--- config.mk ---
export PLATFORM = sky130hd
export DESIGN_NAME = mmu_top
export DESIGN_NICKNAME = d
export VERILOG_FILES = /design/src/mmu_pkg.sv /design/src/mmu_if.sv /design/src/access_check.sv /design/src/addr_translate.sv /design/src/mmu_status.sv /design/src/mmu_top.sv /design/src/pxr_file.sv
export SDC_FILE = /design/constraint.sdc
export NUM_CORES = 2
export LEC_CHECK = 0
export ABC_AREA = 1
export BUFFER_PORTS_ARGS = -buffer_cell sky130_fd_sc_hd__buf_2
export CAP_MARGIN = 20
export CORE_ASPECT_RATIO = 0.8
export CORE_MARGIN = 3
export CORE_UTILIZATION = 35
export CTS_CLUSTER_SIZE = 24
export DETAILED_ROUTE_END_ITERATION = 16
export MAX_ROUTING_LAYER = met4
export PLACE_DENSITY = 0.53
export SLEW_MARGIN = 20
export SYNTH_ARGS = -nofsm -noshare
export SYNTH_HDL_FRONTEND = slang
export SYNTH_SLANG_ARGS = --single-unit
--- constraint.sdc ---
create_clock -name clk -period 68.1 [get_ports clk]
set_input_delay 3.405 -clock clk [delete_from_list [all_inputs] [get_ports clk]]
set_output_delay 3.405 -clock clk [all_outputs]
set_load 0.02 [all_outputs]
--- src/mmu_pkg.sv ---
//////////////////////////////////////////////////////////////////////
// shared types and constants for the KT-11 style memory management unit
// cpu modes, access control codes, register selects, masks and bit fields
//////////////////////////////////////////////////////////////////////
`default_nettype none

package mmu_pkg;

   // psw current mode encoding
   typedef enum logic [1:0] {
      mode_kernel  = 2'b00,
      mode_super   = 2'b01,
      mode_illegal = 2'b10,
      mode_user    = 2'b11
   } cpu_mode_e;

   // pdr access control field
   typedef enum logic [2:0] {
      non_res   = 3'd0,
      ro_trap   = 3'd1,
      ro        = 3'd2,
      unused3   = 3'd3,
      rw_trap   = 3'd4,
      rw_trap_w = 3'd5,
      rw        = 3'd6,
      unused7   = 3'd7
   } acf_e;

   // register port target, from address bits 7:6 and 1:0
   typedef enum logic [2:0] {
      sel_pdr,
      sel_par,
      sel_mmr0,
      sel_mmr2,
      sel_mmr3,
      sel_none
   } reg_sel_e;

   // acf bit 0 does not exist on the 11/34
   localparam logic [15:0] pdr_rd_mask    = 16'o077716;
   localparam logic [7:0]  pdr_wr_mask_hi = 8'o177;
   localparam logic [7:0]  pdr_wr_mask_lo = 8'o016;
   localparam logic [15:0] par_mask       = 16'o007777;
   localparam logic [5:0]  iopage_prefix  = 6'o77;

   // status register 0 bit positions
   localparam int mmr0_nonres_bit = 15;
   localparam int mmr0_ple_bit    = 14;
   localparam int mmr0_ro_bit     = 13;
   localparam int mmr0_maint_bit  = 8;
   localparam int mmr0_enable_bit = 0;

endpackage

`default_nettype wire

--- src/mmu_if.sv ---
//////////////////////////////////////////////////////////////////////
// page descriptor bus and fault update strobes between mmu blocks
//////////////////////////////////////////////////////////////////////
`timescale 1ns/1ns
`default_nettype none

// descriptor of the page selected by the current access
interface pdr_if
   import mmu_pkg::*;
   ();
   acf_e       acf;
   logic [6:0] plf;
   logic       ed;
   logic       w;

   modport owner (output acf, plf, ed, w);
   modport user  (input acf, plf, ed, w);
endinterface

// levels valid during the access, acted on at the next edge
interface fault_if;
   logic       update_pdr;
   logic       set_a;
   logic       set_w;
   logic       nonres;
   logic       ple;
   logic       ro;
   logic       page;

   modport source (output update_pdr, set_a, set_w, nonres, ple, ro, page);
   modport sink   (input update_pdr, set_a, set_w, nonres, ple, ro, page);
endinterface

`default_nettype wire

--- src/access_check.sv ---
//////////////////////////////////////////////////////////////////////
// access control and page length checker, 11/34 rules
//////////////////////////////////////////////////////////////////////
`timescale 1ns/1ns
`default_nettype none

module access_check
   import mmu_pkg::*;
(
   input  wire logic [6:0] va_page,
   input  wire cpu_mode_e  mode,
   input  wire logic       rd,
   input  wire logic       wr,
   input  wire logic       trap_odd,
   input  wire logic       mmu_on,
   pdr_if.user             pdr,
   fault_if.source         upd,
   output logic            abort,
   output logic            trap
);

   logic len_err;

   // expand-down pages grow from the top of the 8K segment
   assign len_err = pdr.ed ? (va_page < pdr.plf) : (va_page > pdr.plf);

   always_comb
   begin
      upd.update_pdr = 1'b0;
      upd.set_a      = 1'b0;
      upd.set_w      = 1'b0;
      upd.nonres     = 1'b0;
      upd.ple        = 1'b0;
      upd.ro         = 1'b0;
      upd.page       = 1'b0;
      abort          = 1'b0;
      trap           = 1'b0;

      if (mmu_on && (rd || wr))
      begin
         if (mode == mode_super)
         begin
            upd.nonres = 1'b1;
            upd.page   = 1'b1;
            abort      = 1'b1;
         end
         else if (wr)
         begin
            case (pdr.acf)
               ro_trap, ro:
               begin
                  upd.update_pdr = 1'b1;
                  upd.page       = 1'b1;
                  upd.ro         = 1'b1;
                  upd.ple        = len_err;
                  abort          = 1'b1;
               end
               rw_trap, rw_trap_w:
               begin
                  upd.update_pdr = 1'b1;
                  upd.set_a      = 1'b1;
                  upd.nonres     = 1'b1;
                  upd.page       = 1'b1;
                  trap           = 1'b1;
               end
               rw:
               begin
                  upd.update_pdr = 1'b1;
                  upd.page       = 1'b1;
                  // odd address trap cycles leave W alone
                  upd.set_w      = ~trap_odd;
                  upd.ple        = len_err;
                  trap           = len_err;
               end
               default:
               begin
                  upd.update_pdr = 1'b1;
                  upd.page       = 1'b1;
                  upd.nonres     = 1'b1;
                  upd.ple        = len_err;
                  abort          = 1'b1;
               end
            endcase
         end
         else
         begin
            case (pdr.acf)
               non_res, unused3, unused7:
               begin
                  upd.nonres = 1'b1;
                  upd.page   = 1'b1;
                  upd.ple    = len_err;
                  abort      = 1'b1;
               end
               rw_trap, rw_trap_w:
               begin
                  upd.update_pdr = 1'b1;
                  upd.set_a      = 1'b1;
                  upd.nonres     = 1'b1;
                  upd.page       = 1'b1;
                  trap           = 1'b1;
               end
               default:
               begin
                  // resident page, only the length can fail
                  upd.page = 1'b1;
                  upd.ple  = len_err;
                  abort    = len_err;
               end
            endcase
         end
      end
   end

   // the cpu takes at most one of the two per access
   always_comb
   begin
      a_abort_trap_excl: assert (!(abort && trap))
         else $error("abort and trap raised together");
   end

endmodule

`default_nettype wire

--- src/addr_translate.sv ---
//////////////////////////////////////////////////////////////////////
// page index and 18 bit physical address with I/O page fold
//////////////////////////////////////////////////////////////////////
`timescale 1ns/1ns
`default_nettype none

module addr_translate
   import mmu_pkg::*;
(
   input  wire logic [15:0] va,
   input  wire cpu_mode_e   mode,
   input  wire logic        i_access,
   input  wire logic        d_access,
   input  wire logic        trap_cycle,
   input  wire logic [2:0]  mmr3_id,
   input  wire logic        mmu_on,
   input  wire logic        maint_mode,
   input  wire logic [15:0] par,
   output logic [5:0]       pxr_index,
   output logic [21:0]      pa
);

   cpu_mode_e   eff_mode;
   logic        d_space_en;
   logic [21:0] map_sum;
   logic [17:0] map_18;
   logic [21:0] mapped_pa;
   logic [21:0] unmapped_pa;
   logic        map_address;

   // vector fetches always go through the kernel map
   assign eff_mode = trap_cycle ? mode_kernel : mode;

   always_comb
   begin
      case (eff_mode)
         mode_kernel: d_space_en = mmr3_id[2];
         mode_super:  d_space_en = mmr3_id[1];
         mode_user:   d_space_en = mmr3_id[0];
         default:     d_space_en = 1'b0;
      endcase
   end

   // {mode, i/d, apf}
   assign pxr_index = {eff_mode, d_space_en & ~i_access, va[15:13]};

   // par is in 64 byte blocks
   assign map_sum = {par, 6'b0} + {9'b0, va[12:0]};
   assign map_18  = map_sum[17:0];

   assign mapped_pa = (map_18[17:13] == 5'b11111) ? {iopage_prefix, map_18[15:0]} :
                                                    {4'b0, map_18};

   assign unmapped_pa = (va[15:13] == 3'b111) ? {iopage_prefix, va} : {6'b0, va};

   // maintenance mode maps destination accesses only
   assign map_address = mmu_on | (maint_mode & d_access);

   assign pa = map_address ? mapped_pa : unmapped_pa;

endmodule

`default_nettype wire

--- src/mmu_status.sv ---
//////////////////////////////////////////////////////////////////////
// status registers 0, 2 and 3
// fault latching and live readback of status register 0
//////////////////////////////////////////////////////////////////////
`timescale 1ns/1ns
`default_nettype none

module mmu_status
   import mmu_pkg::*;
(
   input  wire logic        clk,
   input  wire logic        local_reset,
   input  wire logic        reg_wr,
   input  wire reg_sel_e    sel,
   input  wire logic [1:0]  reg_be,
   input  wire logic [15:0] reg_wdata,
   input  wire logic [15:0] va,
   input  wire cpu_mode_e   mode,
   input  wire logic        fetch_va,
   fault_if.sink            upd,
   output logic [15:0]      mmr0,
   output logic [15:0]      mmr0_live,
   output logic [15:0]      mmr2,
   output logic [15:0]      mmr3,
   output logic             mmu_on,
   output logic             maint_mode
);

   logic fault;
   logic latch;

   // any of the abort flags freezes register 0 and register 2
   assign fault = mmr0[mmr0_nonres_bit] | mmr0[mmr0_ple_bit] | mmr0[mmr0_ro_bit];
   assign latch = (upd.nonres | upd.ple | upd.ro | upd.page) & ~fault;

   always_ff @(posedge clk or posedge local_reset)
   begin
      if (local_reset)
         mmr0 <= '0;
      else if (reg_wr)
      begin
         if (sel == sel_mmr0)
         begin
            if (reg_be[1])
               mmr0[15:8] <= reg_wdata[15:8];
            if (reg_be[0])
               mmr0[7:0] <= reg_wdata[7:0];
         end
      end
      else if (latch)
      begin
         if (upd.nonres)
            mmr0[mmr0_nonres_bit] <= 1'b1;
         if (upd.ple)
            mmr0[mmr0_ple_bit] <= 1'b1;
         if (upd.ro)
            mmr0[mmr0_ro_bit] <= 1'b1;
         // mode and page of the faulting access
         if (upd.page)
         begin
            mmr0[6:5] <= mode;
            mmr0[3:1] <= va[15:13];
         end
      end
   end

   always_ff @(posedge clk or posedge local_reset)
   begin
      if (local_reset)
         mmr3 <= '0;
      else if (reg_wr && sel == sel_mmr3)
         mmr3 <= reg_wdata;
   end

   // tracks the instruction address, no super mode on the 11/34
   always_ff @(posedge clk or posedge local_reset)
   begin
      if (local_reset)
         mmr2 <= '0;
      else if (fetch_va && !fault && mode != mode_super)
         mmr2 <= va;
   end

   // without a fault, show the mode and page of the current access
   assign mmr0_live = (fault || !mmu_on) ? mmr0 :
                      {mmr0[15:7], mode, mmr0[4], va[15:13], mmr0[0]};

   assign mmu_on     = mmr0[mmr0_enable_bit];
   assign maint_mode = mmr0[mmr0_maint_bit];

   // fault strobes come only from mapped accesses
   a_upd_needs_mmu_on: assert property (@(posedge clk) disable iff (local_reset)
      (upd.page || upd.nonres || upd.ple || upd.ro) |-> mmu_on)
      else $error("fault strobe while mapping is off");

endmodule

`default_nettype wire

--- src/mmu_top.sv ---
//////////////////////////////////////////////////////////////////////
// mmu top level, register decode and read data mux
//////////////////////////////////////////////////////////////////////
`timescale 1ns/1ns
`default_nettype none

module mmu_top
   import mmu_pkg::*;
(
   input  wire logic        clk,
   input  wire logic        local_reset,
   input  wire logic [15:0] va,
   input  wire cpu_mode_e   mode,
   input  wire logic        rd,
   input  wire logic        wr,
   input  wire logic        i_access,
   input  wire logic        d_access,
   input  wire logic        trap_cycle,
   input  wire logic        fetch_va,
   input  wire logic        trap_odd,
   output logic [21:0]      pa,
   output logic             abort,
   output logic             trap,
   input  wire logic        reg_wr,
   input  wire logic        reg_rd,
   input  wire logic [1:0]  reg_be,
   input  wire logic [7:0]  reg_addr,
   input  wire logic [15:0] reg_wdata,
   output logic [15:0]      reg_rdata
);

   reg_sel_e    sel;
   logic [5:0]  pxr_index;
   logic [15:0] par;
   logic [15:0] reg_par;
   logic [15:0] reg_pdr;
   logic [15:0] mmr0_live;
   logic [15:0] mmr2;
   logic [15:0] mmr3;
   logic        mmu_on;
   logic        maint_mode;

   pdr_if   pdr_bus ();
   fault_if fault_bus ();

   // bit 7 selects status registers, bit 6 selects PAR over PDR
   always_comb
   begin
      case (reg_addr[7:6])
         2'b00: sel = sel_pdr;
         2'b01: sel = sel_par;
         2'b10:
         begin
            case (reg_addr[1:0])
               2'b00:   sel = sel_mmr0;
               2'b10:   sel = sel_mmr2;
               2'b11:   sel = sel_mmr3;
               default: sel = sel_none;
            endcase
         end
         default: sel = sel_none;
      endcase
   end

   addr_translate u_translate (
      .va         (va),
      .mode       (mode),
      .i_access   (i_access),
      .d_access   (d_access),
      .trap_cycle (trap_cycle),
      .mmr3_id    (mmr3[2:0]),
      .mmu_on     (mmu_on),
      .maint_mode (maint_mode),
      .par        (par),
      .pxr_index  (pxr_index),
      .pa         (pa)
   );

   pxr_file u_pxr (
      .clk         (clk),
      .local_reset (local_reset),
      .reg_wr      (reg_wr),
      .sel         (sel),
      .reg_be      (reg_be),
      .reg_index   (reg_addr[5:0]),
      .reg_wdata   (reg_wdata),
      .pxr_index   (pxr_index),
      .mmu_on      (mmu_on),
      .pdr         (pdr_bus.owner),
      .upd         (fault_bus.sink),
      .par         (par),
      .reg_par     (reg_par),
      .reg_pdr     (reg_pdr)
   );

   access_check u_check (
      .va_page  (va[12:6]),
      .mode     (mode),
      .rd       (rd),
      .wr       (wr),
      .trap_odd (trap_odd),
      .mmu_on   (mmu_on),
      .pdr      (pdr_bus.user),
      .upd      (fault_bus.source),
      .abort    (abort),
      .trap     (trap)
   );

   mmu_status u_status (
      .clk         (clk),
      .local_reset (local_reset),
      .reg_wr      (reg_wr),
      .sel         (sel),
      .reg_be      (reg_be),
      .reg_wdata   (reg_wdata),
      .va          (va),
      .mode        (mode),
      .fetch_va    (fetch_va),
      .upd         (fault_bus.sink),
      .mmr0        (),
      .mmr0_live   (mmr0_live),
      .mmr2        (mmr2),
      .mmr3        (mmr3),
      .mmu_on      (mmu_on),
      .maint_mode  (maint_mode)
   );

   always_comb
   begin
      reg_rdata = '0;
      if (reg_rd)
      begin
         case (sel)
            sel_pdr:  reg_rdata = reg_pdr & pdr_rd_mask;
            sel_par:  reg_rdata = reg_par & par_mask;
            sel_mmr0: reg_rdata = mmr0_live;
            sel_mmr2: reg_rdata = mmr2;
            sel_mmr3: reg_rdata = mmr3;
            default:  reg_rdata = '0;
         endcase
      end
   end

endmodule

`default_nettype wire

--- src/pxr_file.sv ---
//////////////////////////////////////////////////////////////////////
// 64 entry PAR and PDR register files
// byte writes from the register port, A and W bit updates from accesses
//////////////////////////////////////////////////////////////////////
`timescale 1ns/1ns
`default_nettype none

module pxr_file
   import mmu_pkg::*;
(
   input  wire logic        clk,
   input  wire logic        local_reset,
   input  wire logic        reg_wr,
   input  wire reg_sel_e    sel,
   input  wire logic [1:0]  reg_be,
   input  wire logic [5:0]  reg_index,
   input  wire logic [15:0] reg_wdata,
   input  wire logic [5:0]  pxr_index,
   input  wire logic        mmu_on,
   pdr_if.owner             pdr,
   fault_if.sink            upd,
   output logic [15:0]      par,
   output logic [15:0]      reg_par,
   output logic [15:0]      reg_pdr
);

   logic [7:0] par_hi [64];
   logic [7:0] par_lo [64];
   logic [7:0] pdr_hi [64];
   logic [7:0] pdr_lo [64];

   always_ff @(posedge clk or posedge local_reset)
   begin
      if (local_reset)
      begin
         for (int i = 0; i < 64; i++)
         begin
            par_hi[i] <= '0;
            par_lo[i] <= '0;
            pdr_hi[i] <= '0;
            pdr_lo[i] <= '0;
         end
      end
      else if (reg_wr)
      begin
         if (sel == sel_par)
         begin
            if (reg_be[1])
               par_hi[reg_index] <= reg_wdata[15:8];
            if (reg_be[0])
               par_lo[reg_index] <= reg_wdata[7:0];
         end
         else if (sel == sel_pdr)
         begin
            // a low byte write also clears A and W
            if (reg_be[1])
               pdr_hi[reg_index] <= reg_wdata[15:8] & pdr_wr_mask_hi;
            if (reg_be[0])
               pdr_lo[reg_index] <= reg_wdata[7:0] & pdr_wr_mask_lo;
         end
      end
      else if (mmu_on && upd.update_pdr)
      begin
         pdr_lo[pxr_index] <= pdr_lo[pxr_index] | {upd.set_a, upd.set_w, 6'b0};
      end
   end

   // translation side
   assign par = {par_hi[pxr_index], par_lo[pxr_index]} & par_mask;

   // acf bit 0 is never written, so it always reads zero
   assign pdr.acf = acf_e'(pdr_lo[pxr_index][2:0]);
   assign pdr.plf = pdr_hi[pxr_index][6:0];
   assign pdr.ed  = pdr_lo[pxr_index][3];
   assign pdr.w   = pdr_lo[pxr_index][6];

   // register port side, masked at the top level
   assign reg_par = {par_hi[reg_index], par_lo[reg_index]};
   assign reg_pdr = {pdr_hi[reg_index], pdr_lo[reg_index]};

   // the checker must request a pdr update whenever it sets A or W
   a_aw_needs_update: assert property (@(posedge clk) disable iff (local_reset)
      (upd.set_a || upd.set_w) |-> upd.update_pdr)
      else $error("A/W strobe without update_pdr");

endmodule

`default_nettype wire

[After elaboration in Yosys (flattened, before gate mapping)]
Cells that the tools add are included.
Storage, ports and cells
  output and inout port bits: 40
  flip-flop bits (word level): 2096
  input bits: 55
Operators by class
  reductions and logical operators: 38
  bitwise gates (word level): 16
  $add $sub $neg: 1
  equality and inequality tests: 26
  multiplexer cells: 95
  $lt $le $gt $ge: 6
Operator list (number)
  bitwise mux 512 bit: 5
  2-to-1 mux 512 bit: 5
  binary-select mux 8 bit (select 6 bit): 8
  demux 8 bit (select 6 bit): 2
  2-to-1 mux 8 bit: 12
  case mux 16 bit (5 select lines): 1
  2-to-1 mux 22 bit: 3
  2-to-1 mux 7 bit: 5
  2-to-1 mux 1 bit: 34
  2-to-1 mux 16 bit: 2
  AND reduction 4 bit: 6
  adder 18 x 13 -> 18 bit: 1
  equality test 3 bit, second input constant: 6
  case mux 3 bit (3 select lines): 2
  2-to-1 mux 4 bit: 4
  2-to-1 mux 3 bit: 5
  greater-or-equal comparator 7 bit, second input constant: 2
  less-than comparator 7 x 1 -> 1 bit, second input constant: 2
  inverter 6 -> 7 bit: 2
  equality test 3 x 2 -> 1 bit, second input constant: 4
  AND reduction 3 bit: 4
  nonzero test 2 bit: 6
  inequality test 2 x 1 -> 1 bit, second input constant: 5
  OR reduction 3 bit: 3
  other kinds (21): 53

[Depth between registers and ports, before layout]
  depth after elaboration: 20
  mapped depth: 29
  gate-level depth less buffers: 25

[Modules after synthesis]
A second synthesis with hierarchy kept.
Second synthesis, totals
  cells, all modules: 14916
  area total of the unflattened synthesis: 107927.3 um^2
Modules (own cells, without submodules)
  pxr_file: times used 1, seq. area each 49647.6 um^2, cells each 14248, area each 103579.3 um^2
  mmu_status: times used 1, seq. area each 1201.2 um^2, cells each 257, area each 2252.2 um^2
  mmu_top: times used 1, seq. area each 0.0 um^2, cells each 196, area each 952.2 um^2
  addr_translate: times used 1, seq. area each 0.0 um^2, cells each 148, area each 784.5 um^2
  access_check: times used 1, seq. area each 0.0 um^2, cells each 67, area each 359.1 um^2

[Worst setup path after synthesis]
OpenSTA, ideal clock, no wires.
  path type: input -> output
  start: in va[13]
  end: out pa[19]
  arrival: 6.895 ns
  setup slack: 57.800 ns
  cell stages on the path: 27
  cell sequence: buf_4 inv_2 buf_6 nand3_1 buf_4 buf_4 buf_4 buf_4 o22ai_1 nor3_1 o21ai_0 a22oi_1 nand2_1 nor2_1 ha_1 fa_1 a21o_1 a21oi_1 o21ai_0 nand2_1 nand2_1 nand3_1 nand3_1 nor2_1 nand3_1 nand2_1 buf_4
Between the ends
  word-level cells in the longest chain between the ends: 8
  elaborated cells on any way between the ends: 13
  classes of those cells: add/sub: 1; eq/ne: 2; mux: 9; bitwise: 1
Ends and longest elaborated chain
  start, declared: RTL line mmu_top.sv:12  | input wire logic [15:0] va,
  inverter 6 -> 7 bit (implied by the code): RTL line pxr_file.sv:69  | assign par = {par_hi[pxr_index], par_lo[pxr_index]} & par_mask;
  binary-select mux 8 bit (select 6 bit): RTL line pxr_file.sv:69
  2-to-1 mux 8 bit (implied by the code) or 2-to-1 mux 4 bit (tied branches) (2 in series): RTL line pxr_file.sv:69
  adder 18 x 13 -> 18 bit: RTL line addr_translate.sv:48  | assign map_sum = {par, 6'b0} + {9'b0, va[12:0]};
  equality test 5 bit: RTL line addr_translate.sv:51  | assign mapped_pa = (map_18[17:13] == 5'b11111) ? {iopage_prefix, map_18[15:0]} :
  2-to-1 mux 22 bit: RTL line addr_translate.sv:51
  2-to-1 mux 22 bit *: RTL line addr_translate.sv:59  | assign pa = map_address ? mapped_pa : unmapped_pa;
  end, declared: RTL line mmu_top.sv:21  | output logic [21:0] pa,
Mark *: on every way between the ends. The rest lies on a longest branch, timed or not. The select of a mux whose other input is x is not followed.

[Final worst setup path]
  start: in va[14]
  end: out abort
Between the ends
  word-level cells in the longest chain between the ends: 10
  elaborated cells on any way between the ends: 24
  classes of those cells: order compare: 2; eq/ne: 5; mux: 12; bitwise: 1; reduce/logical: 4
Ends and longest elaborated chain
  inverter 6 -> 7 bit (implied by the code) *: RTL line pxr_file.sv:72, pxr_file.sv:73, pxr_file.sv:74
  binary-select mux 8 bit (select 6 bit), on equally long branches: RTL line pxr_file.sv:73, pxr_file.sv:72, pxr_file.sv:74
  2-to-1 mux 7 bit (implied by the code) or 2-to-1 mux 8 bit (tied branches) (2 in series)
  > comparator 7 bit, or another cell as far along: RTL line access_check.sv:25  | assign len_err = pdr.ed ? (va_page < pdr.plf) : (va_page > pdr.plf);
  2-to-1 mux 1 bit, or another cell as far along: RTL line access_check.sv:25
  case mux 1 bit (2 select lines) or 2-to-1 mux 1 bit (tied branches): RTL line access_check.sv:87, access_check.sv:49
  2-to-1 mux 1 bit *: RTL line access_check.sv:47  | else if (wr)
  2-to-1 mux 1 bit *: RTL line access_check.sv:41  | if (mode == mode_super)
  2-to-1 mux 1 bit *: RTL line access_check.sv:39  | if (mmu_on && (rd || wr))
  end, declared: RTL line mmu_top.sv:22  | output logic abort,
Marked as above.

==> summary.md <==
| Metric | Value |
|---|---|
| Post-CTS Repair Setup Buffers | `0` |
| Syn Nets | `11.3k` |
| CTS Sinks | `1640` |
| RePlAce Congestion | `1.02` |
| Core Region | `241000 sq um` |
| M1 wire length | `175000 microns` |
| Gate Count Post-Synth | `11.2k` |
| Crit share post-route | `0.219` |
| Fin Clk Skew | `0.0599 ns` |
| Number of synthesized flops with an enable pin | `0` |
| RSZ-0062 raised after global routing | `false` |
| CP endpoint kind | `output port` |
| # H-tree levels | `4` |
| Bufs on Longest Clock Path | `4` |
| Vias per cell | `6.16` |
| Max Freq | `0.0669 GHz` |
| Main combinational cell family by area after synthesis | `simple AND/OR/NAND/NOR gates` |
| Skew-Pair Late Insertion Delay | `0.87 ns` |
| Final Hold Viols | `0` |
| DR top layer | `met4` |
| Cts-stage hold buffer count | `0` |
| P&R area growth vs syn | `10.7%` |
| Fin util | `0.391` |
| CP arrival | `11.54 ns` |
| Outcome | `completed` |
| First-pass GRT wire length | `615000 microns` |
| Synth async-reset ratio | `1.00` |
| Iter 0 DRT Violations | `16.2k` |
| Residual DRC | `0` |
| Maximum fanout along the worst path | `35` |
| Number of antenna violations at the first check in global routing | `39` |
| Worst vdd ir | `21.5 uV` |
| Placed insts | `13.9k` |
| Post-synthesis simple-gate area fraction | `0.238` |
| Number of port buffers | `94` |
| Post-synthesis mux area share | `0.00144` |
| Die Y-Extent | `447 microns` |
| Final #Nets | `11.0k` |
| TritonCTS clock tree | `done` |
| Gr usage total | `0.352` |
| Register bit total from synthesis | `1640` |
| Resized cells post-CTS | `0` |
| Sequential area share after synthesis | `0.483` |
| Starting Density | `0.353` |
| YS warnings | `0` |
| Worst Path Required | `64.69 ns` |
| Synth Area in Adders | `0.00347` |
| Vias in the first global route | `80.2k` |
| Die area | `249000 sq um` |
| Row count | `161` |
| ANT nets after route | `0` |
| Maxcap violations | `0` |
| Class of the worst hold path | `flop to flop` |
| IO Pins | `95` |
| Setup TNS | `0 ns` |
| Slew Viols, Final | `0` |
| Post-Synth XOR/XNOR Area | `0.000618` |
| Static Leak | `0.0419 uW` |
| Synthesized area | `85000 sq um` |
| Max_slew headroom | `0.136` |
| Layout cells sized above 1 | `0.0672` |
| DIE WIDTH | `557 microns` |
| WL met2 | `169000 microns` |
| Post-synthesis compound-gate area fraction | `0.200` |
| Most used DFF post-synth | `dfrtp_1` |
| Worst Tran Pin Value | `1.30 ns` |
| Routed vias | `87.9k` |
| Overflow after GRT | `0` |
| Clk slew on worst S/H paths | `0.06 ns` |
| PwrDens | `24.6 nW/um^2` |
| Met3 wire length | `64800 microns` |
| Min Tclk post-route | `14.94 ns` |
| Pre-antenna DRT Iters | `10` |
| Hpwl dp | `278000 microns` |
| CTS buffer count | `180` |
| Worst Setup Start Kind | `input pin` |
| Largest net degree at the start of global routing | `166` |
| Syn avg cell area | `7.59 sq um` |
| Final setup vio count | `0` |
| Synth cell types | `56` |
| Routed WL per cell | `30.7 microns` |
| Routed Wire Length | `438000 microns` |
| Final non-filler cell total | `14.3k` |
| Root Buffer | `clkbuf_16` |
| WS Path Type | `input pin to output port` |
==> registers in the layout, summed over array words and instances, names as in the netlist <==
signal / cells
u_pxr.pdr_hi: 448
u_status.mmr3: 16
u_status.mmr2: 16
u_pxr.par_lo: 512
u_pxr.par_hi: 256
u_status.mmr0: 16
u_pxr.pdr_lo: 376
==> kinds of logic (layout without fill, tap and decap cells) <==
group / count (synthesis) / in the layout
AOI/OAI and AO/OA: 2903 / 2903
adders and majority gates: 23 / 23
DFF: 1640 / 1640
and+or+nand+nor: 5107 / 5107
buffers and inverters: 1518 / 1342
xor gates and xnor gates: 6 / 6
muxes: 11 / 11
other: 0 / 47
==> layout by cell type, fill, tap and decap left out, types with 48 or more instances in the layout <==
cell	synthesis	final
buf_4	46	172
nor2_1	505	450
dfrtp_1	1640	1640
clkbuf_16	0	183
a221oi_1	135	135
clkbuf_1	499	48
nand4_1	128	128
a22oi_1	180	180
o22ai_1	412	412
nand2_1	3954	3946
nor2_2	7	48
nand3_1	420	410
o21ai_0	1656	1656
buf_2	156	92
o2111ai_1	70	70
a21oi_1	180	180
inv_1	708	688
==> critical path: stages <==
cell and delay [ns]:
buf_4 0.46, buf_4 0.60, buf_4 0.48, nand3_4 0.66
clkinv_2 0.79, buf_4 0.64, nand2_1 0.11, o21ai_0 0.10
a221oi_1 0.07, a21oi_1 0.30, a21oi_1 0.16, nand2_1 0.13
nor2_1 0.05, ha_1 0.29, nand2_1 0.08, o211ai_1 0.91
o41ai_2 0.53, nand3_1 0.26, nand3_1 0.16, nand2_1 0.09
nand2_1 0.05, a21oi_1 0.71, buf_2 0.32
==> final cells by class <==
type                       instances  area, sq um
fill                           24700       147000
sequential                      1640        41000
multi-input combinational       8050        38200
clock buffer                     261         5170
tap                             3178         3980
inverter                         743         2860
timing repair buffer             280         2050
clock inverter                    58          721
antenna                           47          118
==> metal layers <==
metal / vias up / global-route usage
li1: 36900 / -
met1: 42500 / 0.473
met2: 7028 / 0.455
met3: 1438 / 0.125
met4: 0 / 0.189
met5: - / -
==> worst paths after layout <==
kind | start | to | slack, ns | cells past startpoint
worst max-delay path | va[14] | abort | 53.16 | 23
worst min-delay path | u_pxr.pdr_lo[296] | u_pxr.pdr_lo[296] | 0.47 | 2
worst max register to register | u_status.mmr3[0] | u_pxr.pdr_lo[214] | 61.09 | 23
worst min register to register | u_pxr.pdr_lo[296] | u_pxr.pdr_lo[296] | 0.47 | 2
max in group asynchronous | local_reset | u_pxr.par_hi[273] | 61.73 | 6
min in group asynchronous | local_reset | u_pxr.par_lo[132] | 2.69 | 2
==> report_power, final <==
part	switching, uW	internal [uW]
registers	30.5	1010
logic	204	53.3
clock network	438	584
total	672	1650
==> cell usage after synthesis (all sizes together), types with 2 or more instances <==
cell type / instances / area share
o22ai: 412 / 0.030
buf: 276 / 0.018
or2: 25 / 0.0018
xnor2: 3 / 0.00031
nor3: 37 / 0.0024
and3: 3 / 0.00022
inv: 736 / 0.032
nand3: 422 / 0.025
a21oi: 180 / 0.011
o22a: 6 / 0.00062
o31ai: 25 / 0.0022
o2111ai: 70 / 0.0072
a221oi: 135 / 0.014
o211ai: 33 / 0.0029
o221ai: 29 / 0.0030
o41ai: 28 / 0.0029
xor2: 3 / 0.00031
nor4: 10 / 0.00074
clkinv: 7 / 0.00031
nor2: 515 / 0.023
ha: 22 / 0.0032
a211oi: 8 / 0.00071
mux2: 10 / 0.0013
o2bb2ai: 47 / 0.0048
a22o: 35 / 0.0036
a31oi: 6 / 0.00044
a41oi: 6 / 0.00062
nand2: 3962 / 0.18
o21a: 5 / 0.00044
clkbuf: 499 / 0.022
nand3b: 2 / 0.00018
dfrtp: 1640 / 0.48
a22oi: 180 / 0.016
nand4: 129 / 0.0096
o21ai: 1694 / 0.10
==> per-stage QoR <==
stage / power, uW / setup slack [ns] / hold slack (ns) / instance area, sq um
after global routing: 2380 / 53.52 / 0.490 / 94100
final: 2320 / 53.16 / 0.468 / 94200
after CTS: 2310 / 54.03 / 0.468 / 94000
after global placement: 1300 / 54.09 / 0.451 / 88000
after floorplan: 1190 / 18.41 / 0.436 / 85000
after detailed placement: 1300 / 54.05 / 0.452 / 88100
Note: power is estimated with default switching activity, not from simulation.
